`config.mk`:
```
export PLATFORM = sky130hd
export DESIGN_NAME = frame_capture
export DESIGN_NICKNAME = d
export VERILOG_FILES = /design/src/capture_pkg.sv /design/src/frame_capture.sv
export SDC_FILE = /design/constraint.sdc
export NUM_CORES = 1
export LEC_CHECK = 0
export ABC_AREA = 0
export BUFFER_PORTS_ARGS = -buffer_cell sky130_fd_sc_hd__buf_2
export CAP_MARGIN = 40
export CELL_PAD_IN_SITES_DETAIL_PLACEMENT = 0
export CELL_PAD_IN_SITES_GLOBAL_PLACEMENT = 1
export CORE_MARGIN = 8
export CORE_UTILIZATION = 35
export CTS_CLUSTER_DIAMETER = 40
export CTS_CLUSTER_SIZE = 25
export DETAILED_ROUTE_END_ITERATION = 12
export PLACE_DENSITY = 0.73
export SLEW_MARGIN = 10
export SYNTH_ARGS = -nofsm -noshare
export SYNTH_HDL_FRONTEND = slang
export SYNTH_SLANG_ARGS = --single-unit
```
`constraint.sdc`:
```
create_clock -name clock_in -period 7.6 [get_ports clock_in]
set_input_delay 0.38 -clock clock_in [delete_from_list [all_inputs] [get_ports clock_in]]
set_output_delay 0.38 -clock clock_in [all_outputs]
set_load 0.005 [all_outputs]
```
`src/capture_pkg.sv`:
```
`default_nettype none

package capture_pkg;

    // bus and buffer widths
    localparam int AXI_ADDR_WIDTH = 16;
    localparam int AXI_DATA_WIDTH = 32;
    localparam int SIZE_WIDTH = 11;   // crop sizes and pixel counters
    localparam int COUNT_WIDTH = 16;  // captured byte count

    // ********************
    // register map
    // ********************
    localparam logic [AXI_ADDR_WIDTH-1:0] REG_CONTROL = 16'h0000;     // bit 0 starts a capture
    localparam logic [AXI_ADDR_WIDTH-1:0] REG_FRAME_SIZE = 16'h0004;  // y in 26:16, x in 10:0
    localparam logic [AXI_ADDR_WIDTH-1:0] REG_STATUS = 16'h0008;
    localparam logic [AXI_ADDR_WIDTH-1:0] REG_BYTE_COUNT = 16'h000C;
    localparam logic [AXI_ADDR_WIDTH-1:0] BUFFER_BASE = 16'h8000;     // image buffer window

    // status register bits
    localparam int STATUS_ARMED_BIT = 0;
    localparam int STATUS_BUSY_BIT = 1;
    localparam int STATUS_DONE_BIT = 2;
    localparam int STATUS_OVERFLOW_BIT = 3;

endpackage

`default_nettype wire

```
`src/frame_capture.sv`:
```
`timescale 1ns/1ps
`default_nettype none

module frame_capture #(
    parameter int PIXEL_WIDTH = 10,
    parameter int BUFFER_WORDS = 1024
) (
    input wire logic clock_in,
    input wire logic reset_n_in,

    input wire logic [PIXEL_WIDTH-1:0] red_data,
    input wire logic [PIXEL_WIDTH-1:0] green_data,
    input wire logic [PIXEL_WIDTH-1:0] blue_data,
    input wire logic line_valid,
    input wire logic frame_valid,

    input wire logic start,
    input wire logic [capture_pkg::SIZE_WIDTH-1:0] x_size,
    input wire logic [capture_pkg::SIZE_WIDTH-1:0] y_size,

    output logic armed,
    output logic busy,
    output logic done,
    output logic overflow,
    output logic [capture_pkg::COUNT_WIDTH-1:0] byte_count,

    output logic write_enable,
    output logic [$clog2(BUFFER_WORDS)-1:0] write_address,
    output logic [capture_pkg::AXI_DATA_WIDTH-1:0] write_data,
    output logic [capture_pkg::AXI_DATA_WIDTH/8-1:0] write_strobe
);
    import capture_pkg::*;

    localparam int ADDR_BITS = $clog2(BUFFER_WORDS);
    localparam int LANES = AXI_DATA_WIDTH / 8;
    localparam int CAPACITY = BUFFER_WORDS * LANES;  // bytes

    logic frame_valid_q;
    logic line_valid_q;
    logic finishing;  // cycle between frame end and done
    logic [SIZE_WIDTH-1:0] column;
    logic [SIZE_WIDTH-1:0] row;
    logic [AXI_DATA_WIDTH-1:0] pack_data;
    logic [AXI_DATA_WIDTH-1:0] merged_data;
    logic [LANES-1:0] pack_strobe;
    logic [LANES-1:0] merged_strobe;
    logic [1:0] lane;
    logic [7:0] pixel_byte;
    logic frame_rise;
    logic frame_fall;
    logic line_fall;
    logic frame_begin;
    logic capturing;
    logic pixel_kept;
    logic store;
    logic word_full;
    logic flush;

    // ********************
    // edges and cropping
    // ********************
    assign frame_rise = frame_valid && !frame_valid_q;
    assign frame_fall = !frame_valid && frame_valid_q;
    assign line_fall = !line_valid && line_valid_q;

    assign frame_begin = armed && !busy && frame_rise;  // frame already running is skipped
    assign capturing = (busy && !finishing) || frame_begin;

    assign pixel_kept = capturing && frame_valid && line_valid
                        && column < x_size && row < y_size;
    assign store = pixel_kept && byte_count < CAPACITY;  // beyond capacity only flags overflow

    // rgb332, red in the top bits
    assign pixel_byte = {red_data[PIXEL_WIDTH-1 -: 3],
                         green_data[PIXEL_WIDTH-1 -: 3],
                         blue_data[PIXEL_WIDTH-1 -: 2]};

    // ********************
    // packing
    // ********************
    assign lane = byte_count[1:0];
    assign word_full = store && lane == 2'd3;
    assign flush = busy && !finishing && frame_fall && |pack_strobe;  // partial last word

    always_comb begin
        merged_data = pack_data;
        merged_strobe = pack_strobe;
        if (store) begin
            merged_data[lane*8 +: 8] = pixel_byte;
            merged_strobe[lane] = 1'b1;
        end
    end

    always_ff @(posedge clock_in) begin
        if (!reset_n_in) begin
            frame_valid_q <= 1'b0;
            line_valid_q <= 1'b0;
            armed <= 1'b0;
            busy <= 1'b0;
            done <= 1'b0;
            overflow <= 1'b0;
            finishing <= 1'b0;
            byte_count <= '0;
            pack_strobe <= '0;
            write_enable <= 1'b0;
            column <= '0;
            row <= '0;
        end else begin
            frame_valid_q <= frame_valid;
            line_valid_q <= line_valid;
            write_enable <= word_full || flush;

            if (start && !armed) begin
                armed <= 1'b1;
                done <= 1'b0;
                overflow <= 1'b0;
                byte_count <= '0;
                pack_strobe <= '0;
            end

            if (frame_begin) begin
                busy <= 1'b1;
            end
            finishing <= busy && !finishing && frame_fall;
            if (finishing) begin  // last word has reached the buffer by now
                busy <= 1'b0;
                armed <= 1'b0;
                done <= 1'b1;
            end

            // column counts within a line, row counts line ends
            if (!line_valid) begin
                column <= '0;
            end else if (frame_valid && column < x_size) begin
                column <= column + 1'b1;
            end
            if (!busy) begin
                row <= '0;
            end else if (line_fall && row < y_size) begin
                row <= row + 1'b1;
            end

            if (store) begin
                byte_count <= byte_count + 1'b1;
            end
            if (pixel_kept && !store) begin
                overflow <= 1'b1;
            end

            if (word_full || flush) begin
                pack_strobe <= '0;
            end else if (store) begin
                pack_strobe <= merged_strobe;
            end
        end
    end

    always_ff @(posedge clock_in) begin
        if (store) begin
            pack_data <= merged_data;
        end
        if (word_full || flush) begin
            write_address <= byte_count[ADDR_BITS+1:2];  // word holding the current byte
            write_data <= merged_data;
            write_strobe <= merged_strobe;
        end
    end

endmodule

`default_nettype wire

```
==> parameters.txt <==
Parameter                              Value

Clock tree
  Number of setup buffers added after CTS    0
  Resized cells post-CTS    0
  Clk pin slew, worst setup/hold paths    ~0.06 ns
  Root buffer selected by CTS    sky130_fd_sc_hd__clkbuf_16
  TritonCTS clock tree    done
  Number of CTS-inserted buffers    17
  Clock latency on the worst-skew pair    0.41 ns
  CTS hold repair buffers    0
  # H-tree levels    4
  Sink count of the clock tree    128
  CTS Buffer Depth    2

Die
  Die span in y    roughly 150 um
  Number of cell rows    between 40 and 50
  Core area    ~17000 um2
  Starting Density    a little over a third
  Die area    around 21000 um2
  Horizontal die dimension    145.7 um
  Total I/O pin count    about 120

Drt
  Final ANT Viol Nets    0
  WL/cell    about 16 um
  DRC    0
  DRC violation total after the first TritonRoute iteration    roughly 180
  Avg Vias per Cell    approximately 4.8
  DRT Pass-1 Iters    4
  Aggregate routed wire length    13.74 mm
  Vias after detailed routing    ~4.2k

Synthesis
  Syn Inst Count    between 500 and 600
  Total nets after synthesis    628
  Post-synthesis average cell area    ~11 um2
  Yosys warnings    0
  Synth Register Bits    between 100 and 150
  Post-synth top flop    sky130_fd_sc_hd__edfxtp_1
  Top cell type's share of synthesized area    about two fifths
  Count of distinct cell types in the synthesized netlist    49
  Cell Area, Synth    just under 6000 um2
  Largest area contributor in the netlist    sky130_fd_sc_hd__edfxtp_1
  Proportion of synthesized chip area in sequential cells    between 50% and 60%
  Dominant cells by area after synthesis    sky130_fd_sc_hd__edfxtp_1 40%, sky130_fd_sc_hd__dfxtp_1 17%, sky130_fd_sc_hd__ha_1 6.4%, sky130_fd_sc_hd__mux2i_1 5.6%, sky130_fd_sc_hd__inv_1 4.8%
  FFs w/ async S/R, synth    0%
  EDFF count, synth    between 70 and 80

Finish
  Count of fill cells added during filler insertion    approximately 1.6k
  Area delta synth->final    22.84%
  Area of combinational cells with multiple inputs    between 2000 and 2500 um2
  Ratio of cells with drive above 1 in the final layout    a little over a fifth
  Reg area    between 3000 and 4000 um2
  Number of nets in the final layout    around 740
  Most frequent cells in the layout    103 x sky130_fd_sc_hd__buf_2, 78 x sky130_fd_sc_hd__edfxtp_1, 76 x sky130_fd_sc_hd__inv_1
  Count of antenna diodes in the layout    0
  Final Core Density    43.74%
  Most common library cell in the layout ignoring fill and taps    sky130_fd_sc_hd__buf_2

Worst setup path
  Top cell family by delay on the critical path    compound AO/OA/AOI/OAI gates
  Arrival time at the worst endpoint    3.84 ns
  Required time reported for the critical path endpoint    about 7.6 ns
  Setup Crit Path Kind    flop to flop
  Kind of start point of the critical path    flop
  Cell with the largest stage delay on the worst path    sky130_fd_sc_hd__a221oi_2
  Worst reg-to-reg path cell count    7
  Maximum net fanout on the critical path    37
  CP peak stage delay    around 0.83 ns
  Crit. path cell count    7
  Slack of the worst reg-to-reg path    between 3 and 4 ns
  Crit-path cells    ha_1 -> a21oi_1 -> o21ai_0 -> a221oi_2 -> o211ai_4 -> o31ai_4 -> buf_4
  Critical path capture point type    flop
  Worst Path Buf+Inv    1

Hold path
  Worst hold path stage count    3
  HP Class    primary input to flop

STA
  Final sum of negative setup slack    0 ns
  Shortest period the worst path allows    3.800 ns
  Final-report max-slew violation count    0
  Normalized max-slew margin    38.21%
  Final Hold Vio Count    0
  Hold slack    roughly 0.23 ns
  Portion of the clock cycle consumed by the worst path in the final layout    about half
  Final setup violation count    0
  Setup repair after global routing missed its margin    false
  Tightest Pin Transition    0.9268 ns
  Worst clock skew    0.01010 ns
  Highest clock rate    ~260 MHz

Flow run
  Max-cap viol count    0

Placement
  Detailed Place HPWL    approximately 10 mm
  Buffers on Ports    101
  Final weighted congestion of routability-driven global placement    0.7825

Global route
  Global-route wire length before repair    22.25 mm
  Grt total ovfl    0
  Global router's overall resource usage    a little over an eighth
  Pin count of the biggest net entering global routing    38
  Number of antenna violations at the first check in global routing    0
  Number of global-route vias before repair    approximately 4.4k

Status
  Run status    finished clean

Power and ir drop
  P_leak    0.002934 uW
  Power per Cell Area    ~230 nW/um2
  Worst IR Drop VDD    between 0.15 and 0.2 mV
-- where the power goes --
part,switching (uW),internal (uW)
Combinational,37.3,20.3
Sequential,3.26,738
Clock,285,543
-- area by class of cell --
class	instances	share of cell area, %
clock buffers	19	5.989
well taps	220	3.808
repair buffers	105	7.339
inverters	76	3.947
flip-flops and latches	128	46.25
multi-input cells	324	30.34
clock inverters	12	2.320
-- synthesized netlist by cell type (2+ instances only) --
cell,count
sky130_fd_sc_hd__a21oi_1,23
sky130_fd_sc_hd__a31o_2,3
sky130_fd_sc_hd__and2_1,10
sky130_fd_sc_hd__and3_1,11
sky130_fd_sc_hd__and4_1,2
sky130_fd_sc_hd__buf_1,2
sky130_fd_sc_hd__buf_2,2
sky130_fd_sc_hd__buf_4,4
sky130_fd_sc_hd__clkbuf_1,4
sky130_fd_sc_hd__dfxtp_1,50
sky130_fd_sc_hd__edfxtp_1,78
sky130_fd_sc_hd__ha_1,30
sky130_fd_sc_hd__inv_1,76
sky130_fd_sc_hd__mux2i_1,33
sky130_fd_sc_hd__nand2_1,59
sky130_fd_sc_hd__nand2b_1,2
sky130_fd_sc_hd__nand3_1,18
sky130_fd_sc_hd__nand4_1,10
sky130_fd_sc_hd__nor2_1,32
sky130_fd_sc_hd__nor2b_1,4
sky130_fd_sc_hd__nor3_1,6
sky130_fd_sc_hd__nor3b_1,4
sky130_fd_sc_hd__nor4_1,3
sky130_fd_sc_hd__o211a_1,2
sky130_fd_sc_hd__o211ai_1,7
sky130_fd_sc_hd__o21ai_0,17
sky130_fd_sc_hd__o21ai_1,3
sky130_fd_sc_hd__o31ai_1,3
sky130_fd_sc_hd__or3_1,7
sky130_fd_sc_hd__or4_1,5
sky130_fd_sc_hd__xnor2_1,3
sky130_fd_sc_hd__xor2_1,11
-- worst min-delay path, cell delays in order --
cell,delay (ns)
sky130_fd_sc_hd__buf_2,0.11
sky130_fd_sc_hd__nor2_1,0.04
sky130_fd_sc_hd__nor2_1,0.07
-- per-layer routing --
layer	vias up	track usage [%]	wire (um)	part of all wire (%)
met5	-	0	0	0
met4	0	4.633	159	1.2
met3	12	4.695	710	5.2
met2	97	22.42	6735	49
met1	2016	14.69	6134	45
li1	2112	-	-	-
-- through the flow --
stage                     area, um2  cells  total power, uW  setup WS [ns]
after floorplan                5884    541            788.2          3.412
after global placement         6618    851            811.7          3.724
after detailed placement       6623    852            814.5          3.705
after CTS                      7223    883             1649          3.792
after global routing           7228    884             1684          3.519
final                          7228    884             1626          3.800
-- flip-flops by register name, indices dropped and copies added (netlist names), 4 cells and up --
register and flops:
write_data 32, write_address 10, write_strobe 4, byte_count 16, pack_strobe 4, pack_data 32
column 11, row 11
-- path summary, 6_finish.rpt --
kind	startpoint	end
worst min register to register	overflow	overflow
worst min-delay path	start	armed
worst max register to register	row[2]	write_data[12]
worst max-delay path	row[2]	write_data[12]
-- kinds of logic after synthesis --
group / after synthesis / share of synthesized area, %
compound gates: 69 / 7.612
xor+xnor: 14 / 2.084
fa+ha+maj: 30 / 6.379
buf+inv: 89 / 6.102
flops: 128 / 56.81
mux: 33 / 5.613
simple gates: 178 / 15.39
Note: power is estimated with default switching activity, not from simulation.
