File: src/capture_pkg.sv
`default_nettype none

package capture_pkg;

    // bus and buffer widths
    localparam int AXI_ADDR_WIDTH = 16;
    localparam int AXI_DATA_WIDTH = 32;
    localparam int SIZE_WIDTH = 11;   // crop sizes and pixel counters
    localparam int COUNT_WIDTH = 16;  // captured byte count

    // ********************
    // register map
    // ********************
    localparam logic [AXI_ADDR_WIDTH-1:0] REG_CONTROL = 16'h0000;     // bit 0 starts a capture
    localparam logic [AXI_ADDR_WIDTH-1:0] REG_FRAME_SIZE = 16'h0004;  // y in 26:16, x in 10:0
    localparam logic [AXI_ADDR_WIDTH-1:0] REG_STATUS = 16'h0008;
    localparam logic [AXI_ADDR_WIDTH-1:0] REG_BYTE_COUNT = 16'h000C;
    localparam logic [AXI_ADDR_WIDTH-1:0] BUFFER_BASE = 16'h8000;     // image buffer window

    // status register bits
    localparam int STATUS_ARMED_BIT = 0;
    localparam int STATUS_BUSY_BIT = 1;
    localparam int STATUS_DONE_BIT = 2;
    localparam int STATUS_OVERFLOW_BIT = 3;

endpackage

`default_nettype wire

File: src/capture_regs.sv
`timescale 1ns/1ps
`default_nettype none

module capture_regs #(
    parameter int BUFFER_WORDS = 1024
) (
    input wire logic clock_in,
    input wire logic reset_n_in,

    input wire logic [capture_pkg::AXI_ADDR_WIDTH-1:0] s_axi_awaddr,
    input wire logic s_axi_awvalid,
    output logic s_axi_awready,
    input wire logic [capture_pkg::AXI_DATA_WIDTH-1:0] s_axi_wdata,
    input wire logic [capture_pkg::AXI_DATA_WIDTH/8-1:0] s_axi_wstrb,
    input wire logic s_axi_wvalid,
    output logic s_axi_wready,
    output logic [1:0] s_axi_bresp,
    output logic s_axi_bvalid,
    input wire logic s_axi_bready,
    input wire logic [capture_pkg::AXI_ADDR_WIDTH-1:0] s_axi_araddr,
    input wire logic s_axi_arvalid,
    output logic s_axi_arready,
    output logic [capture_pkg::AXI_DATA_WIDTH-1:0] s_axi_rdata,
    output logic [1:0] s_axi_rresp,
    output logic s_axi_rvalid,
    input wire logic s_axi_rready,

    output logic start,
    output logic [capture_pkg::SIZE_WIDTH-1:0] x_size,
    output logic [capture_pkg::SIZE_WIDTH-1:0] y_size,

    input wire logic armed,
    input wire logic busy,
    input wire logic done,
    input wire logic overflow,
    input wire logic [capture_pkg::COUNT_WIDTH-1:0] byte_count,

    output logic read_enable,
    output logic [$clog2(BUFFER_WORDS)-1:0] read_address,
    input wire logic [capture_pkg::AXI_DATA_WIDTH-1:0] read_data
);
    import capture_pkg::*;

    localparam int ADDR_BITS = $clog2(BUFFER_WORDS);
    localparam int BUFFER_END = BUFFER_BASE + BUFFER_WORDS * (AXI_DATA_WIDTH / 8);

    typedef enum logic [2:0] {
        TGT_NONE,
        TGT_SIZE,
        TGT_STATUS,
        TGT_COUNT,
        TGT_BUFFER
    } read_target_t;

    logic write_fire;
    logic read_fire;
    logic in_window;
    logic read_stage;  // target registered, data arriving
    read_target_t read_target;
    read_target_t read_target_next;
    logic [AXI_DATA_WIDTH-1:0] read_value;

    assign s_axi_bresp = 2'b00;  // always OKAY
    assign s_axi_rresp = 2'b00;

    // ********************
    // write channel
    // ********************
    assign write_fire = s_axi_awready && s_axi_awvalid && s_axi_wready && s_axi_wvalid;

    always_ff @(posedge clock_in) begin
        if (!reset_n_in) begin
            s_axi_awready <= 1'b0;
            s_axi_wready <= 1'b0;
            s_axi_bvalid <= 1'b0;
            start <= 1'b0;
            x_size <= '0;
            y_size <= '0;
        end else begin
            // address and data taken together, one at a time
            s_axi_awready <= s_axi_awvalid && s_axi_wvalid && !s_axi_awready && !s_axi_bvalid;
            s_axi_wready <= s_axi_awvalid && s_axi_wvalid && !s_axi_awready && !s_axi_bvalid;

            if (write_fire) begin
                s_axi_bvalid <= 1'b1;
            end else if (s_axi_bready) begin
                s_axi_bvalid <= 1'b0;
            end

            start <= write_fire && s_axi_awaddr == REG_CONTROL && s_axi_wdata[0];

            if (write_fire && s_axi_awaddr == REG_FRAME_SIZE) begin
                if (s_axi_wstrb[0]) x_size[7:0] <= s_axi_wdata[7:0];
                if (s_axi_wstrb[1]) x_size[SIZE_WIDTH-1:8] <= s_axi_wdata[SIZE_WIDTH-1:8];
                if (s_axi_wstrb[2]) y_size[7:0] <= s_axi_wdata[23:16];
                if (s_axi_wstrb[3]) y_size[SIZE_WIDTH-1:8] <= s_axi_wdata[SIZE_WIDTH+15:24];
            end
        end
    end

    // ********************
    // read channel
    // ********************
    assign read_fire = s_axi_arready && s_axi_arvalid;
    assign in_window = s_axi_araddr >= BUFFER_BASE && s_axi_araddr < BUFFER_END;

    // buffer read issued on the accepting edge
    assign read_enable = read_fire && in_window;
    assign read_address = s_axi_araddr[ADDR_BITS+1:2];

    always_comb begin
        read_target_next = TGT_NONE;  // control and unmapped read 0
        if (in_window) begin
            read_target_next = TGT_BUFFER;
        end else begin
            case (s_axi_araddr)
                REG_FRAME_SIZE: read_target_next = TGT_SIZE;
                REG_STATUS: read_target_next = TGT_STATUS;
                REG_BYTE_COUNT: read_target_next = TGT_COUNT;
                default: read_target_next = TGT_NONE;
            endcase
        end
    end

    always_comb begin
        read_value = '0;
        case (read_target)
            TGT_SIZE: begin
                read_value[SIZE_WIDTH-1:0] = x_size;
                read_value[16 +: SIZE_WIDTH] = y_size;
            end
            TGT_STATUS: begin
                read_value[STATUS_ARMED_BIT] = armed;
                read_value[STATUS_BUSY_BIT] = busy;
                read_value[STATUS_DONE_BIT] = done;
                read_value[STATUS_OVERFLOW_BIT] = overflow;
            end
            TGT_COUNT: read_value[COUNT_WIDTH-1:0] = byte_count;
            TGT_BUFFER: read_value = read_data;
            default: read_value = '0;
        endcase
    end

    always_ff @(posedge clock_in) begin
        if (!reset_n_in) begin
            s_axi_arready <= 1'b0;
            read_stage <= 1'b0;
            s_axi_rvalid <= 1'b0;
        end else begin
            s_axi_arready <= s_axi_arvalid && !s_axi_arready && !read_stage && !s_axi_rvalid;
            read_stage <= read_fire;
            if (read_stage) begin
                s_axi_rvalid <= 1'b1;
            end else if (s_axi_rready) begin
                s_axi_rvalid <= 1'b0;
            end
        end
    end

    always_ff @(posedge clock_in) begin
        if (read_fire) begin
            read_target <= read_target_next;
        end
        if (read_stage) begin
            s_axi_rdata <= read_value;  // held until rready
        end
    end

endmodule

`default_nettype wire

File: config.mk
export PLATFORM = sky130hd
export DESIGN_NAME = capture_regs
export DESIGN_NICKNAME = d
export VERILOG_FILES = /design/src/capture_pkg.sv /design/src/capture_regs.sv
export SDC_FILE = /design/constraint.sdc
export NUM_CORES = 1
export LEC_CHECK = 0
export ABC_AREA = 1
export BUFFER_PORTS_ARGS = -buffer_cell sky130_fd_sc_hd__buf_2
export CAP_MARGIN = 10
export CORE_ASPECT_RATIO = 1.1
export CORE_MARGIN = 4
export CORE_UTILIZATION = 25
export CTS_BUF_LIST = sky130_fd_sc_hd__clkbuf_2 sky130_fd_sc_hd__clkbuf_4 sky130_fd_sc_hd__clkbuf_8
export CTS_CLUSTER_DIAMETER = 30
export CTS_CLUSTER_SIZE = 20
export DETAILED_ROUTE_END_ITERATION = 6
export SYNTH_ARGS = -nofsm -noshare
export SYNTH_HDL_FRONTEND = slang
export SYNTH_SLANG_ARGS = --single-unit
File: constraint.sdc
create_clock -name clock_in -period 1.65 [get_ports clock_in]
set_input_delay 0.2475 -clock clock_in [delete_from_list [all_inputs] [get_ports clock_in]]
set_output_delay 0.2475 -clock clock_in [all_outputs]
set_load 0.005 [all_outputs]
==> results of run 1 <==
==> routing by layer <==
metal / global-route usage / wire length, microns
met4: 0.05171 / 144
met2: 0.2234 / 4834
met1: 0.1623 / 3727
met3: 0.04024 / 646
met5: 0 / 12
==> path summary, 6_finish.rpt <==
path	end	slack (ns)	depth (start not counted)
max	y_size[0]	0.19	6
min	y_size[1]	0.12	3
max reg2reg	y_size[0]	0.19	6
min reg2reg	s_axi_arready	0.45	1
==> cell usage after synthesis, types with 3 or more instances <==
library cell	n
a22o_1	5
buf_2	3
buf_4	17
clkbuf_1	3
dfxtp_1	28
edfxtp_1	35
inv_1	39
nand2_1	91
nand3_1	6
nand4_1	3
nand4_2	4
nor2_1	62
nor2_4	3
nor4_1	5
o2111ai_1	4
o211ai_1	7
o21ai_0	11
==> state kept, by name, indices dropped and copies added, names as in the netlist <==
signal and count:
read_stage 1, read_target 3, s_axi_arready 1, s_axi_bvalid 1
s_axi_rdata 32, s_axi_rvalid 1, s_axi_wready 1, start 1
x_size 11, y_size 11
==> area by class of cell <==
type	count	area [sq um]
inverters	40	150.1
repair buffers	193	980.9
clock inverters	7	48.80
multi-input cells	215	1049
clock buffers	9	123.9
fillers	1252	7340
flip-flops and latches	63	1612
well taps	150	187.7
==> power groups by stage <==
stage | Sequential, mW | Combinational (mW) | Clock (mW)
6_report | 1.67 | 0.265 | 1.18
5_1_grt | 1.68 | 0.294 | 1.32
4_1_cts | 1.67 | 0.268 | 1.23
3_5_place_dp | 1.71 | 0.267 | 0
3_3_place_gp | 1.71 | 0.263 | 0
2_1_floorplan | 1.72 | 0.0901 | 0
==> critical path, stage by stage, from the launching register on <==
cell     delay, ns
dfxtp_1       0.40
nand3_2       0.16
nor2_2        0.17
buf_4         0.15
nand4_2       0.23
nor2_1        0.18
nor2_1        0.06
==> logic make-up after synthesis <==
family,share of synthesized area
buf+inv,0.1030
flops,0.5458
other cells,0.001270
simple gates,0.2835
compound gates,0.06652
==> results by group, run 1 <==
Status
  – Status: complete, no violations

Clocking
  – CTS tree: done
  – Clock Tree Buf Depth: 2
  – Cts bufs inserted: 9
  – Hold Buf Count CTS: 0
  – CTS Sinks: 63
  – Worst skew pair latency: ~0.34 ns
  – Postcts setup bufs: 0
  – Post-CTS Resized: 0
  – Clk root buf: clkbuf_8
  – H-tree levels: 3
  – Worst-path clk slew: around 0.080 ns

Die
  – Row count: 41
  – Die Width: approximately 110 microns
  – Total I/O pin count: between 200 and 250
  – DIE AREA: 13620 sq um
  – Die H: 122.0 microns
  – Initial Utilization: 0.2570
  – Core box area: between 10000 and 15000 sq um

Place
  – RD Place Congestion: around 0.85
  – Dpl cells: 661
  – Placed Area: between 3000 and 4000 sq um
  – HPWL after DPL: between 7000 and 8000 microns
  – Pre-CTS setup slack: 0.1603 ns
  – PortBufs: ~190

Routing
  – DRC errors left: 0
  – Detailed Route WL: between 9000 and 10000 microns
  – Initial DRT Pass Iterations: 4
  – Number of vias per cell: ~4.2
  – Via Count: 2812
  – Routed Antenna Nets: 0
  – DR WL/cell: about 14 microns
  – Detailed Route Iter0 Violations: roughly 110

Timing
  – Final Max Slew Viols: 0
  – Final-report hold violation count: 0
  – WHS: around 0.12 ns
  – Highest Clock Rate: about 0.69 GHz
  – Relative slew margins: 0.6566
  – Final worst slack: 0.1946 ns
  – Unrepaired setup endpoints after global routing: false
  – Final Skew: ~0.010 ns
  – Fin crit share: 0.8820
  – Final setup viols: 0
  – Least-Margin Pin Slew: ~0.51 ns
  – Tmin final: between 1 and 1.5 ns
  – Setup TNS: 0 ns

Layout
  – Commonest non-fill, non-tap cell in the layout: buf_2
  – Share of layout cells above drive strength 1: 0.4231
  – Diode count: 0
  – Most frequent cells in the layout: buf_2, nand2_1, nor2_1
  – Number of nets in the layout: 649
  – Cell Count, Final, Fillers Out: around 680
  – Final core occ: 0.3613
  – Area Overhead vs Synth: 40.59%
  – Fin area: approximately 4200 sq um

Hold path
  – Hold_sp: s_axi_wdata[17]
  – Min-delay worst type: input port to flip-flop

Power and ir drop
  – Int Pwr: around 2.3 mW
  – Peak supply drop: roughly 0.00029 V
  – NetSw: around 0.77 mW
  – PwrDens: approximately 750 nW/um^2
  – Switching portion of total power: 0.2462
  – Total power: between 3 and 4 mW
  – Leakage: approximately 2.1 nW
  – Combinational share of power: 0.085
  – Clock power frac: 0.378
  – Seq pwr share: 0.537

Global routing
  – Vias in the first global route: around 2700
  – Total track usage: 0.1337
  – Total gr overflow: 0
  – Initial antenna violation count: 1
  – First-pass GRT wire length: ~14000 microns
  – Largest net degree at the start of global routing: 35

Synthesis
  – Synth warn: 0
  – Mapped Cells: about 340
  – Synth Area per Inst: 8.736 sq um
  – Mapped Area: ~3000 sq um
  – Async set-reset flop share out of synthesis: 0
  – Post-synthesis sequential area ratio: 0.5458
  – Distinct cells, synth: 27
  – Cell taking the most area after synthesis: edfxtp_1
  – Top_reg_cell synth: edfxtp_1
  – Share of the synthesized area in the top cell type: 0.3559
  – Post-synth EDFFs: 35
  – Dominant cells by area after synthesis: edfxtp_1, dfxtp_1, nand2_1, nor2_1, inv_1
  – Seq cells post-synth: 63

Worst setup path
  – Critical Path RT: 1.89 ns
  – Worst setup startpoint: s_axi_wready
  – Arr. time, crit path: 1.69 ns
  – Critical Path End Type: flip-flop
  – Setup crit start kind: flip-flop
  – Setup CP Type: flip-flop to flip-flop
  – Max Fanout on Critical Path: 8
  – Worst r2r src: s_axi_wready

Job
  – Max-cap violations: 0
(Power assumes the default switching activity.)
==> inputs of run 2 (changes only) <==
--- a/config.mk
+++ b/config.mk
@@ -10,11 +10,13 @@
 export CAP_MARGIN = 10
 export CORE_ASPECT_RATIO = 1.1
 export CORE_MARGIN = 4
-export CORE_UTILIZATION = 25
+export CORE_UTILIZATION = 43
 export CTS_BUF_LIST = sky130_fd_sc_hd__clkbuf_2 sky130_fd_sc_hd__clkbuf_4 sky130_fd_sc_hd__clkbuf_8
 export CTS_CLUSTER_DIAMETER = 30
 export CTS_CLUSTER_SIZE = 20
 export DETAILED_ROUTE_END_ITERATION = 6
+export PLACE_DENSITY = 0.83
+export SLEW_MARGIN = 20
 export SYNTH_ARGS = -nofsm -noshare
 export SYNTH_HDL_FRONTEND = slang
 export SYNTH_SLANG_ARGS = --single-unit
==> constraint.sdc (replaced) <==
create_clock -name clock_in -period 1.6 [get_ports clock_in]
set_input_delay 0.24 -clock clock_in [delete_from_list [all_inputs] [get_ports clock_in]]
set_output_delay 0.24 -clock clock_in [all_outputs]
set_load 0.005 [all_outputs]
==> run 2 against run 1 <==
Net effect: setup slack lost 0.050 ns; hold slack gained 0.0095 ns; clock power shrank 6%; routed wire length decreased by 11%; total power fell by 0.38%; fmax barely moved; utilization up 25 points; final area decreased by 2.4%; die area fell by 39%; first-iteration DRC count decreased by 7.2%; clock skew down 0.0016 ns; critical path depth is 1 lower; critical endpoint is now y_size[1]; largest cell class unchanged; highest routed layer is now met4.
==> results by group, run 2 (synthesis results as in run 1) <==
Status
  – Status: complete, no violations

Place
  – HPWL after DPL: 6724 microns (-12%)
  – PortBufs: 187 (unchanged)
  – Placed Area: 3899 sq um (-2.0%)
  – RD Place Congestion: 0.8250 (-3.1%)

Worst setup path
  – Setup CP Type: flip-flop to flip-flop
  – Critical Path RT: 1.83 ns (-0.06 ns)
  – Crit path buf inv count: 0 (-1)
  – Arr. time, crit path: 1.68 ns (about the same)
  – CP Capture Point: y_size[1]
  – Worst setup startpoint: s_axi_wready
  – Critical Path End Type: flip-flop
  – Crit-path cells: nand3_2 -> nor2_2 -> nand4_2 -> nor2_1 -> nor2_1
  – CP top delay family: simple AND/OR/NAND/NOR gates
  – RR Endpoint: y_size[1]
  – Worst r2r src: s_axi_wready
  – CP max stage cell: dfxtp_1
  – Crit. path cell count: 5 (-1)
  – Setup crit start kind: flip-flop
  – Max Fanout on Critical Path: 8 (unchanged)
  – Reg2reg setup slack: 0.15 ns (-0.05 ns)
  – Critical Path Most Common Cell: nor2_1
  – R2R cell count: 5 (-1)
  – Slowest cell delay on critical path: 0.39 ns (about the same)

Routing
  – Number of vias per cell: 4.705 (+13%)
  – Detailed Route WL: 8335 microns (-11%)
  – Detailed Route Iter0 Violations: 103 (-7.2%)
  – DR WL/cell: 13.73 microns (-0.75%)
  – Initial DRT Pass Iterations: 4 (unchanged)
  – Routed Antenna Nets: 0 (unchanged)
  – Via Count: 2856 (+1.6%)
  – DRC errors left: 0 (unchanged)

Clocking
  – CTS tree: done
  – Worst skew pair latency: 0.34 ns (about the same)
  – Hold Buf Count CTS: 0 (unchanged)
  – Clk root buf: clkbuf_8
  – Worst-path clk slew: 0.06 ns (-0.02 ns)
  – Post-CTS Resized: 0 (unchanged)
  – Cts bufs inserted: 9 (unchanged)
  – H-tree levels: 3 (unchanged)
  – Clock Tree Buf Depth: 2 (unchanged)
  – CTS Sinks: 63 (unchanged)
  – Postcts setup bufs: 0 (unchanged)

Global routing
  – Total gr overflow: 0 (unchanged)
  – Vias in the first global route: 2761 (+0.66%)
  – Total track usage: 0.2042 (+0.07054)
  – First-pass GRT wire length: 12910 microns (-8.2%)
  – Initial antenna violation count: 0 (-1)
  – Largest net degree at the start of global routing: 33 (-5.7%)

Power and ir drop
  – PwrDens: 766.6 nW/um^2 (+2.1%)
  – Leakage: 2.083 nW (-0.16%)
  – Peak supply drop: 0.0003993 V (+36%)
  – Total power: 3.106 mW (-0.38%)

Die
  – Total I/O pin count: 202 (unchanged)
  – Row count: 31 (-24%)
  – Core box area: 6633 sq um (-42%)
  – DIE AREA: 8258 sq um (-39%)
  – Die H: 94.91 microns (-22%)
  – Die Width: 87.01 microns (-22%)
  – Initial Utilization: 0.4452 (+0.1882)

Timing
  – Final Skew: 0.008818 ns (-0.001617 ns)
  – Tmin final: 1.455 ns (-0.0003870 ns)
  – Fin crit share: 0.9094 (+0.02732)
  – WHS: 0.1311 ns (+0.009540 ns)
  – Highest Clock Rate: 0.6873 GHz (about the same)
  – Unrepaired setup endpoints after global routing: false
  – Final-report hold violation count: 0 (unchanged)
  – Final Max Slew Viols: 0 (unchanged)
  – Setup TNS: 0 ns (unchanged)
  – Final setup viols: 0 (unchanged)

Layout
  – Diode count: 0 (unchanged)
  – Largest regs: s_axi_rdata: 32 flops, x_size: 11 flops, y_size: 11 flops
  – Share of layout cells above drive strength 1: 0.4171 (-0.006007)
  – Most frequent cells in the layout: buf_2, nand2_1, nor2_1
  – Max reg flops: 32 (unchanged)
  – Biggest register: s_axi_rdata
  – Area Overhead vs Synth: 37.20%
  – Fin area: 4051 sq um (-2.4%)
  – Number of nets in the layout: 648 (-0.15%)
  – Commonest non-fill, non-tap cell in the layout: buf_2

Hold path
  – Min-delay worst type: input port to flip-flop

Job
  – Max-cap violations: 0 (unchanged)
run 2: final cells by class:
class	count	area, sq um
multi-input combinational	215	1049
clock inverter	6	28.78
inverter	40	150.1
tap	82	102.6
sequential	63	1612
clock buffer	9	123.9
fill	593	2581
timing repair buffer	192	985.9
run 2: through the flow:
step | util | setup slack (ns) | cells
after floorplan | - | 0.2082 | 341
after global placement | 0.5878 | 0.1974 | 592
after detailed placement | 0.5878 | 0.1451 | 592
after CTS | 0.6108 | 0.1423 | 607
after global routing | 0.6108 | 0.008221 | 607
final | 0.6108 | 0.1450 | 607
run 2: worst register-to-register path, cell delays in order, from the launching register on:
cell	delay, ns
dfxtp_1	0.39
nand3_2	0.15
nor2_2	0.27
nand4_2	0.29
nor2_1	0.19
nor2_1	0.07
run 2: per-layer routing:
layer,wire length [microns],part of all wire,track usage,vias up
li1,-,-,-,1441
met1,3305,0.40,0.2452,1290
met2,4194,0.50,0.3481,111
met3,666,0.080,0.05236,14
met4,168,0.020,0.07922,0
met5,0,0,0,-
run 2: where the power goes:
part           leakage [nW]  total [mW]  internal (mW)  switching, mW
Combinational          1.47       0.268          0.145          0.123
Clock                0.0774        1.11          0.530          0.579
Sequential            0.540        1.73           1.72        0.00767
Total                  2.08        3.11           2.40          0.710
run 2: worst min-delay path by stage:
stage | start | slack, ns | endpoint | cells past startpoint
CTS | s_axi_wdata[24] | 0.12 | y_size[8] | 3
global placement | s_axi_bvalid | 0.43 | s_axi_wready | 1
global route | s_axi_wdata[26] | 0.12 | y_size[10] | 3
finish | s_axi_wdata[24] | 0.13 | y_size[8] | 3
floorplan | s_axi_arvalid | 0.36 | s_axi_arready | 2
detailed placement | s_axi_rvalid | 0.44 | s_axi_arready | 1
